$ cat src/blit_pkg.sv
`default_nettype none

package blit_pkg;

    localparam int WORD_W = 16;                 // vram data word
    localparam int NIB_W  = 4;                  // shifter and mask granularity
    localparam int NIBS   = WORD_W / NIB_W;     // nibbles per word, one mask bit each

    typedef logic [WORD_W-1:0] word_t;

    // host register numbers
    typedef enum logic [3:0] {
        CTRL  = 4'd0,       // s_const, c_and, transp, transp_t
        VAL_C = 4'd1,       // logic op constant
        MOD_S = 4'd2,       // source end of line modulo
        SRC_S = 4'd3,       // source address or constant value
        MOD_D = 4'd4,       // dest end of line modulo
        DST_D = 4'd5,       // dest address
        SHIFT = 4'd6,       // f_mask, l_mask, shift_amt
        LINES = 4'd7,       // line count minus 1
        WORDS = 4'd8        // words per line minus 1, queues the blit
    } blit_reg_e;

    typedef enum logic [2:0] {
        IDLE,               // wait for a queued blit
        SETUP,              // take queued cfg into the active copy
        LINE_BEG,           // load counters, start first access of line
        RD_S,               // source read
        WR_D,               // dest write
        LINE_END            // add modulos, next line or finish
    } blit_state_e;

    typedef struct packed {
        logic            s_const;       // source is src_s itself
        logic            c_and;         // AND with val_c, else XOR
        logic            transp;        // 4-bit transparency enable
        logic [7:0]      transp_t;      // transparent nibble pair
        logic [1:0]      shift_amt;     // right shift in nibbles
        logic [NIBS-1:0] f_mask;        // first word of line
        logic [NIBS-1:0] l_mask;        // last word of line
        word_t           val_c;
        word_t           mod_s;
        word_t           src_s;
        word_t           mod_d;
        word_t           dst_d;
        word_t           lines;
        word_t           words;
    } blit_cfg_t;

    typedef struct packed {
        logic            sel;
        logic            wr;
        logic [NIBS-1:0] wr_mask;       // one bit per nibble
        word_t           addr;
        word_t           data;
    } vram_req_t;

endpackage

`default_nettype wire

$ cat src/blit_datapath.sv
`default_nettype none

module blit_datapath (
    input  wire logic                    clk,
    input  wire logic                    reset_i,
    input  wire blit_pkg::blit_cfg_t     cfg_i,
    input  wire logic                    setup_i,
    input  wire logic                    capture_i,
    input  wire blit_pkg::word_t         vram_data_i,
    input  wire logic                    first_word_i,
    input  wire logic                    last_word_i,
    output      blit_pkg::word_t         data_o,
    output      logic [blit_pkg::NIBS-1:0] wr_mask_o
);

    localparam int PREV_W = blit_pkg::WORD_W - blit_pkg::NIB_W;    // nibbles carried to next word

    blit_pkg::word_t           val_s_q;                 // shifted source or constant
    logic [PREV_W-1:0]         prev_q;                  // low nibbles of last source word
    logic                      load_q;                  // active cfg just became valid
    logic [blit_pkg::NIBS-1:0] f_sel;
    logic [blit_pkg::NIBS-1:0] l_sel;
    logic [blit_pkg::NIBS-1:0] t_mask;

    // right shift by whole nibbles, previous word's low nibbles fill from the top
    function automatic blit_pkg::word_t nib_shift(
        input logic [1:0]        amt,
        input blit_pkg::word_t   cur,
        input logic [PREV_W-1:0] prev
    );
        logic [PREV_W+blit_pkg::WORD_W-1:0] joined;
        logic [PREV_W+blit_pkg::WORD_W-1:0] shifted;
        joined  = {prev, cur};
        shifted = joined >> (amt * blit_pkg::NIB_W);
        return shifted[blit_pkg::WORD_W-1:0];
    endfunction

    always_ff @(posedge clk) begin
        if (reset_i) begin
            load_q <= 1'b0;
        end else begin
            load_q <= setup_i;
        end
    end

    always_ff @(posedge clk) begin
        if (load_q) begin
            val_s_q <= cfg_i.src_s;                     // the constant when s_const
            prev_q  <= '0;                              // no carry into a new blit
        end else if (capture_i) begin
            val_s_q <= nib_shift(cfg_i.shift_amt, vram_data_i, prev_q);
            prev_q  <= vram_data_i[PREV_W-1:0];
        end
    end

    // odd nibbles match transp_t high half, even nibbles the low half
    always_comb begin
        for (int i = 0; i < blit_pkg::NIBS; i++) begin
            t_mask[i] = !cfg_i.transp ||
                        (val_s_q[i*blit_pkg::NIB_W +: blit_pkg::NIB_W] !=
                         cfg_i.transp_t[(i%2)*blit_pkg::NIB_W +: blit_pkg::NIB_W]);
        end
    end

    assign f_sel = first_word_i ? cfg_i.f_mask : '1;
    assign l_sel = last_word_i  ? cfg_i.l_mask : '1;

    assign data_o    = cfg_i.c_and ? (val_s_q & cfg_i.val_c) : (val_s_q ^ cfg_i.val_c);
    assign wr_mask_o = f_sel & l_sel & t_mask;

endmodule

`default_nettype wire

$ cat src/blit_engine.sv
`default_nettype none

module blit_engine #(
    parameter int ADDR_W = 16
) (
    input  wire logic                 clk,
    input  wire logic                 reset_i,
    input  wire logic                 full_i,           // a blit is queued
    input  wire blit_pkg::blit_cfg_t  cfg_i,            // active cfg
    input  wire logic                 vram_ack_i,
    output      logic                 setup_o,
    output      logic                 busy_o,
    output      logic                 done_o,
    output      logic                 sel_o,
    output      logic                 wr_o,
    output      logic [ADDR_W-1:0]    addr_o,
    output      logic                 capture_o,        // source word present on vram data
    output      logic                 first_word_o,
    output      logic                 last_word_o
);

    localparam int CNT_W = blit_pkg::WORD_W + 1;        // msb is the underflow flag

    blit_pkg::blit_state_e state_q, state_d;

    logic              sel_q, sel_d;
    logic              wr_q, wr_d;
    logic              done_q;
    logic              first_q, first_d;
    logic              new_blit_q, new_blit_d;          // first LINE_BEG loads from cfg
    logic [CNT_W-1:0]  count_q, count_d;                // words left in line
    logic [CNT_W-1:0]  lines_q, lines_d;                // lines left in blit
    logic [ADDR_W-1:0] addr_q, addr_d;
    logic [ADDR_W-1:0] src_q, src_d;
    logic [ADDR_W-1:0] dst_q, dst_d;

    logic              advance;
    logic              last_word;
    logic              last_line;
    logic [ADDR_W-1:0] src_base;
    logic [ADDR_W-1:0] dst_base;
    logic [CNT_W-1:0]  lines_base;

    assign advance   = !sel_q || vram_ack_i;            // hold everything while an access waits
    assign last_word = count_q[CNT_W-1];
    assign last_line = lines_q[CNT_W-1];

    // active cfg only becomes valid in the cycle after SETUP
    assign src_base   = new_blit_q ? ADDR_W'(cfg_i.src_s) : src_q;
    assign dst_base   = new_blit_q ? ADDR_W'(cfg_i.dst_d) : dst_q;
    assign lines_base = new_blit_q ? {1'b0, cfg_i.lines} : lines_q;

    always_comb begin
        state_d    = state_q;
        sel_d      = 1'b0;
        wr_d       = 1'b0;
        addr_d     = addr_q;
        src_d      = src_q;
        dst_d      = dst_q;
        count_d    = count_q;
        lines_d    = lines_q;
        first_d    = first_q;
        new_blit_d = new_blit_q;
        setup_o    = 1'b0;

        case (state_q)
            blit_pkg::IDLE: begin
                if (full_i) begin
                    state_d = blit_pkg::SETUP;
                end
            end
            blit_pkg::SETUP: begin
                setup_o    = 1'b1;
                new_blit_d = 1'b1;
                state_d    = blit_pkg::LINE_BEG;
            end
            blit_pkg::LINE_BEG: begin
                new_blit_d = 1'b0;
                first_d    = 1'b1;
                lines_d    = lines_base - 1'b1;                 // underflow marks the last line
                count_d    = {1'b0, cfg_i.words} - 1'b1;        // underflow marks the last word
                src_d      = src_base;
                dst_d      = dst_base;
                sel_d      = 1'b1;
                if (cfg_i.s_const) begin
                    wr_d    = 1'b1;
                    addr_d  = dst_base;
                    state_d = blit_pkg::WR_D;
                end else begin
                    addr_d  = src_base;
                    state_d = blit_pkg::RD_S;
                end
            end
            blit_pkg::RD_S: begin
                src_d   = addr_q + 1'b1;
                sel_d   = 1'b1;
                wr_d    = 1'b1;
                addr_d  = dst_q;
                state_d = blit_pkg::WR_D;
            end
            blit_pkg::WR_D: begin
                dst_d   = addr_q + 1'b1;
                addr_d  = addr_q + 1'b1;                        // next dest for constant runs
                count_d = count_q - 1'b1;
                first_d = 1'b0;
                if (last_word) begin
                    state_d = blit_pkg::LINE_END;
                end else if (!cfg_i.s_const) begin
                    sel_d   = 1'b1;
                    addr_d  = src_q;
                    state_d = blit_pkg::RD_S;
                end else begin
                    sel_d   = 1'b1;
                    wr_d    = 1'b1;
                    state_d = blit_pkg::WR_D;
                end
            end
            blit_pkg::LINE_END: begin
                src_d = src_q + ADDR_W'(cfg_i.mod_s);
                dst_d = dst_q + ADDR_W'(cfg_i.mod_d);
                if (!last_line) begin
                    state_d = blit_pkg::LINE_BEG;
                end else if (full_i) begin
                    state_d = blit_pkg::SETUP;                  // back to back, busy stays high
                end else begin
                    state_d = blit_pkg::IDLE;
                end
            end
            default: begin
                state_d = blit_pkg::IDLE;
            end
        endcase
    end

    always_ff @(posedge clk) begin
        if (reset_i) begin
            state_q    <= blit_pkg::IDLE;
            sel_q      <= 1'b0;
            wr_q       <= 1'b0;
            done_q     <= 1'b0;
            first_q    <= 1'b0;
            new_blit_q <= 1'b0;
            count_q    <= '0;
            lines_q    <= '0;
        end else begin
            done_q <= (state_q == blit_pkg::LINE_END) && last_line;
            if (advance) begin
                state_q    <= state_d;
                sel_q      <= sel_d;
                wr_q       <= wr_d;
                first_q    <= first_d;
                new_blit_q <= new_blit_d;
                count_q    <= count_d;
                lines_q    <= lines_d;
            end
        end
    end

    always_ff @(posedge clk) begin
        if (advance) begin
            addr_q <= addr_d;
            src_q  <= src_d;
            dst_q  <= dst_d;
        end
    end

    assign busy_o       = (state_q != blit_pkg::IDLE);
    assign done_o       = done_q;
    assign sel_o        = sel_q;
    assign wr_o         = wr_q;
    assign addr_o       = addr_q;
    assign capture_o    = (state_q == blit_pkg::RD_S) && vram_ack_i;
    assign first_word_o = first_q;
    assign last_word_o  = last_word;

endmodule

`default_nettype wire

$ cat src/blit_regs.sv
`default_nettype none

module blit_regs (
    input  wire logic                 clk,
    input  wire logic                 reset_i,
    input  wire logic                 reg_wr_i,
    input  wire blit_pkg::blit_reg_e  reg_num_i,
    input  wire blit_pkg::word_t      reg_data_i,
    input  wire logic                 setup_i,          // engine takes the queued blit
    output      logic                 full_o,
    output      blit_pkg::blit_cfg_t  active_cfg_o
);

    blit_pkg::blit_cfg_t queued_q;                      // next blit, loaded by the host
    blit_pkg::blit_cfg_t active_q;                      // blit in progress
    logic                queued_flag_q;

    // host writes land in the queued copy only
    always_ff @(posedge clk) begin
        if (reset_i) begin
            queued_q      <= '0;
            queued_flag_q <= 1'b0;
        end else begin
            if (setup_i) begin
                queued_flag_q <= 1'b0;
            end

            if (reg_wr_i) begin
                case (reg_num_i)
                    blit_pkg::CTRL: begin
                        queued_q.transp_t <= reg_data_i[15:8];
                        queued_q.transp   <= reg_data_i[4];
                        queued_q.c_and    <= reg_data_i[1];
                        queued_q.s_const  <= reg_data_i[0];
                    end
                    blit_pkg::VAL_C: begin
                        queued_q.val_c <= reg_data_i;
                    end
                    blit_pkg::MOD_S: begin
                        queued_q.mod_s <= reg_data_i;
                    end
                    blit_pkg::SRC_S: begin
                        queued_q.src_s <= reg_data_i;
                    end
                    blit_pkg::MOD_D: begin
                        queued_q.mod_d <= reg_data_i;
                    end
                    blit_pkg::DST_D: begin
                        queued_q.dst_d <= reg_data_i;
                    end
                    blit_pkg::SHIFT: begin
                        queued_q.f_mask    <= reg_data_i[15:12];
                        queued_q.l_mask    <= reg_data_i[11:8];
                        queued_q.shift_amt <= reg_data_i[1:0];
                    end
                    blit_pkg::LINES: begin
                        queued_q.lines <= reg_data_i;
                    end
                    blit_pkg::WORDS: begin
                        queued_q.words <= reg_data_i;
                        queued_flag_q  <= 1'b1;         // wins over a same-cycle setup
                    end
                    default: begin
                    end
                endcase
            end
        end
    end

    // active copy, valid the cycle after setup
    always_ff @(posedge clk) begin
        if (reset_i) begin
            active_q <= '0;
        end else if (setup_i) begin
            active_q <= queued_q;
        end
    end

    assign full_o       = queued_flag_q;
    assign active_cfg_o = active_q;

endmodule

`default_nettype wire

$ cat src/blitter_top.sv
`default_nettype none

module blitter_top #(
    parameter int ADDR_W = 16                           // vram word address width
) (
    input  wire logic                 clk,
    input  wire logic                 reset_i,
    input  wire logic                 reg_wr_i,
    input  wire blit_pkg::blit_reg_e  reg_num_i,
    input  wire blit_pkg::word_t      reg_data_i,
    output      blit_pkg::vram_req_t  vram_req_o,
    input  wire logic                 vram_ack_i,
    input  wire blit_pkg::word_t      vram_data_i,
    output      logic                 busy_o,
    output      logic                 full_o,
    output      logic                 done_o
);

    blit_pkg::blit_cfg_t       active_cfg;
    logic                      setup;
    logic                      sel;
    logic                      wr;
    logic [ADDR_W-1:0]         addr;
    logic                      capture;
    logic                      first_word;
    logic                      last_word;
    blit_pkg::word_t           wr_data;
    logic [blit_pkg::NIBS-1:0] wr_mask;

    blit_regs i_regs (
        .clk          (clk),
        .reset_i      (reset_i),
        .reg_wr_i     (reg_wr_i),
        .reg_num_i    (reg_num_i),
        .reg_data_i   (reg_data_i),
        .setup_i      (setup),
        .full_o       (full_o),
        .active_cfg_o (active_cfg)
    );

    blit_engine #(
        .ADDR_W (ADDR_W)
    ) i_engine (
        .clk          (clk),
        .reset_i      (reset_i),
        .full_i       (full_o),
        .cfg_i        (active_cfg),
        .vram_ack_i   (vram_ack_i),
        .setup_o      (setup),
        .busy_o       (busy_o),
        .done_o       (done_o),
        .sel_o        (sel),
        .wr_o         (wr),
        .addr_o       (addr),
        .capture_o    (capture),
        .first_word_o (first_word),
        .last_word_o  (last_word)
    );

    blit_datapath i_datapath (
        .clk          (clk),
        .reset_i      (reset_i),
        .cfg_i        (active_cfg),
        .setup_i      (setup),
        .capture_i    (capture),
        .vram_data_i  (vram_data_i),
        .first_word_i (first_word),
        .last_word_i  (last_word),
        .data_o       (wr_data),
        .wr_mask_o    (wr_mask)
    );

    assign vram_req_o.sel     = sel;
    assign vram_req_o.wr      = wr;
    assign vram_req_o.wr_mask = wr_mask;
    assign vram_req_o.addr    = blit_pkg::word_t'(addr);
    assign vram_req_o.data    = wr_data;

endmodule

`default_nettype wire

$ cat config.mk
export PLATFORM = sky130hd
export DESIGN_NAME = blitter_top
export DESIGN_NICKNAME = d
export VERILOG_FILES = /design/src/blit_pkg.sv /design/src/blit_datapath.sv /design/src/blit_engine.sv /design/src/blit_regs.sv /design/src/blitter_top.sv
export SDC_FILE = /design/constraint.sdc
export NUM_CORES = 1
export LEC_CHECK = 0
export BUFFER_PORTS_ARGS = -buffer_cell sky130_fd_sc_hd__clkbuf_2
export CORE_MARGIN = 5
export CORE_UTILIZATION = 60
export DETAILED_ROUTE_END_ITERATION = 8
export PLACE_DENSITY = 0.75
export SLEW_MARGIN = 20
export SYNTH_ARGS = -nofsm -noshare
export SYNTH_HDL_FRONTEND = slang
export SYNTH_HIERARCHICAL = 1
export SYNTH_SLANG_ARGS = --single-unit
$ cat constraint.sdc
create_clock -name clk -period 4.6 [get_ports clk]
set_input_delay 1.15 -clock clk [delete_from_list [all_inputs] [get_ports clk]]
set_output_delay 1.15 -clock clk [all_outputs]
set_load 0.05 [all_outputs]
==> impl_metrics.yaml <==
run_status:
  status: "complete, no violations"
run:
  max_cap_violations: 0
cts:
  clockRootBuffer: "clkbuf_16"
  post_cts_buffers: 0
  path_clk_slew_ns: 0.06
  cts_tree: "built"
  clock-sinks: 386
  clk_latency_ns: 0.54
  cts_max_path_buffers: 3
  h-tree-depth: 2
  cts_buffers: 42
  ctsHoldBuffers: 0
  cts_resized: 0
grt:
  grt_pass1_wl_um: 81000
  globalRouteMet3Util_pct: 3.44
  busiest_layer: "met2"
  overflow: 0
  grt_usage_pct: 27.6
  grt_max_degree: 154
  antenna_found_initial: 1
  gr-usage-met1_pct: 36.6
  grt_util_met2_pct: 47.3
  grt_pass1_vias: 14900
sta:
  fmax_ghz: 0.308
  worstMarginPinSlew_ns: 1.14
  final_hold_viol_count: 0
  relSlewSlack_pct: 24.0
  skew_ns: 0.0225
  finalMaxSlewViolations: 0
  fin_tns_setup_ns: 0
  post-route-period-util_pct: 70.5
  grt_setup_unrepaired: "false"
  min_period_ns: 3.24
  setup_viol: 0
worst_setup_path:
  r2r_cells: 8
  crit_path_start_kind: "flip-flop"
  regToRegSetupSlack_ns: 1.46
  cp.arrival_ns: 2.09
  timing.rr.start: "i_engine/state_q[2]"
  r2r_end: "i_engine/count_q[16]"
  critical_path_class: "flip-flop to output pin"
  critPathRequiredTime_ns: 3.45
  cp_max_fo: 17
  end_kind: "output pin"
synth:
  yosys.cell_count.top_type: "mux2i_1"
  synth_area_leaders: "dfxtp_1 32%, mux2i_1 16%, edfxtp_1 9.7%"
  yosysTopAreaCell: "dfxtp_1"
  ys_ff_latch: 386
  synth-async-reset-ratio_pct: 0
  synth_top_area_share_pct: 32.4
  synth_edf_count: 64
  synth_cell_type_count: 84
  yosysSeqAreaShare_pct: 42.1
  ys.warnings.count: 6
  synth_common_cells: "323 x mux2i_1, 322 x dfxtp_1, 226 x nor2_1"
  syn-cell-area_um2: 19900
  syn-num-nets: 2083
  synthCells: 1992
  syn-mean-instance-area_um2: 9.98
  synth_ff_type: "dfxtp_1"
floorplan:
  ios: 81
  die_x_um: 192
  die_area_um2: 36900
  num_rows: 66
  fp.coreArea_um2: 32600
  initial_core_util_pct: 60.9
  die_h_um: 192
finish:
  diodes: 0
  area_delta_synth_final_pct: 9.77
  register_area_um2: 8370
  multi_input_area_um2: 10800
  drive_above_1_share_pct: 12.4
  nFillCells: 2551
  fin_nets: 2090
routing:
  detail-route-antenna-nets: 0
  viasPerCell: 6.10
  num_vias: 15100
  first_iter_violations: 1364
  dr.pass1.iters: 5
  wl_um: 51800
  wl_per_cell_um: 20.9
  drc_errors: 0
power:
  peakVddDrop_mv: 0.255
  leakage_nw: 8.59
  power.density_nw_per_um2: 335
  p_total_mw: 7.31
hold_path:
  hold_path_class: "flip-flop to flip-flop"
  hold_path_startpoint: "i_regs/queued_q[89]"
  hold_depth: 2
  hold_path_end: "i_regs/queued_q[89]"
placed_design:
  gp_congestion: 0.876
  hpwl_um: 35400
  portBuffers: 80
==> metal layers <==
metal / vias to the layer above / share of wire [%]
li1: 7147 / -
met1: 7394 / 43
met2: 457 / 49
met3: 99 / 4.7
met4: 0 / 2.8
met5: - / 0
==> worst max-delay path: stages, from the launching register on <==
cell and delay (ns):
dfxtp_1 0.84, mux2_2 0.45, clkbuf_2 0.25
==> state kept, by name, summed over array words and instances (netlist names) <==
name                   cells
i_regs/active_cfg_o      133
i_regs/queued_q          133
i_engine/count_q          17
i_engine/lines_q          17
i_datapath/val_s_q        16
i_engine/addr_o           16
i_engine/dst_q            16
i_engine/src_q            16
i_datapath/prev_q         12
i_engine/state_q           3
i_datapath/load_q          1
i_engine/done_o            1
i_engine/first_word_o      1
i_engine/new_blit_q        1
i_engine/sel_o             1
i_engine/wr_o              1
i_regs/full_o              1
==> worst max path at each step <==
stage,start,to,slack (ns),cells after the start
finish,i_regs/active_cfg_o[131],vram_req_o[15],1.36,2
global route,i_engine/state_q[2],i_engine/count_q[16],1.28,8
detailed placement,vram_ack_i,i_engine/lines_q[14],1.54,8
floorplan,i_engine/new_blit_q,i_engine/lines_q[12],1.25,12
CTS,i_regs/active_cfg_o[131],vram_req_o[15],1.36,2
global placement,vram_ack_i,i_engine/lines_q[14],1.64,8
==> kinds of logic after synthesis <==
group / after synthesis / synth area share (%)
XOR/XNOR: 64 / 2.82
AO/OA/AOI/OAI: 312 / 9.86
adder cells (fa/ha/maj): 51 / 3.29
multiplexers: 386 / 21.6
buffers and inverters: 156 / 3.70
flip-flops: 386 / 42.1
AND/OR/NAND/NOR: 637 / 16.6
==> placed cells by master, fill, tap and decap left out, types with 38 or more instances in the layout <==
cell / count
edfxtp_1: 64
nor2_1: 225
clkbuf_16: 45
ha_1: 49
nor3_1: 38
a21oi_1: 82
o21ai_0: 91
nand2_1: 83
mux2i_1: 323
dfxtp_1: 321
nand2b_1: 157
clkbuf_2: 79
==> power breakdown <==
group | switching [mW] | leakage, nW | internal (mW)
combinational | 0.215 | 4.71 | 0.148
sequential | 0.0299 | 3.17 | 3.46
clock | 1.41 | 0.715 | 2.06
==> area by class of cell <==
class                           instances  area share, %
Sequential cell                       386           38.4
Tap cell                              442           2.54
Clock buffer                           61           5.85
Timing Repair Buffer                  102           2.75
Inverter                               17          0.293
Clock inverter                         16          0.769
Multi-Input combinational cell       1450           49.4
==> per-stage QoR <==
| stage | utilization, % | hold slack [ns] | setup slack, ns | std cells | instance area [µm²] |
|---|---|---|---|---|---|
| global route | 66.9 | 0.497 | 1.28 | 2474 | 21800 |
| CTS | 66.9 | 0.477 | 1.36 | 2474 | 21800 |
| detailed placement | 62.4 | 0.465 | 1.54 | 2397 | 20400 |
| finish | 66.9 | 0.475 | 1.36 | 2474 | 21800 |
| floorplan | - | 0.444 | 1.25 | 1992 | 19900 |
| global placement | 62.4 | 0.459 | 1.64 | 2397 | 20400 |
(Power assumes the default switching activity.)
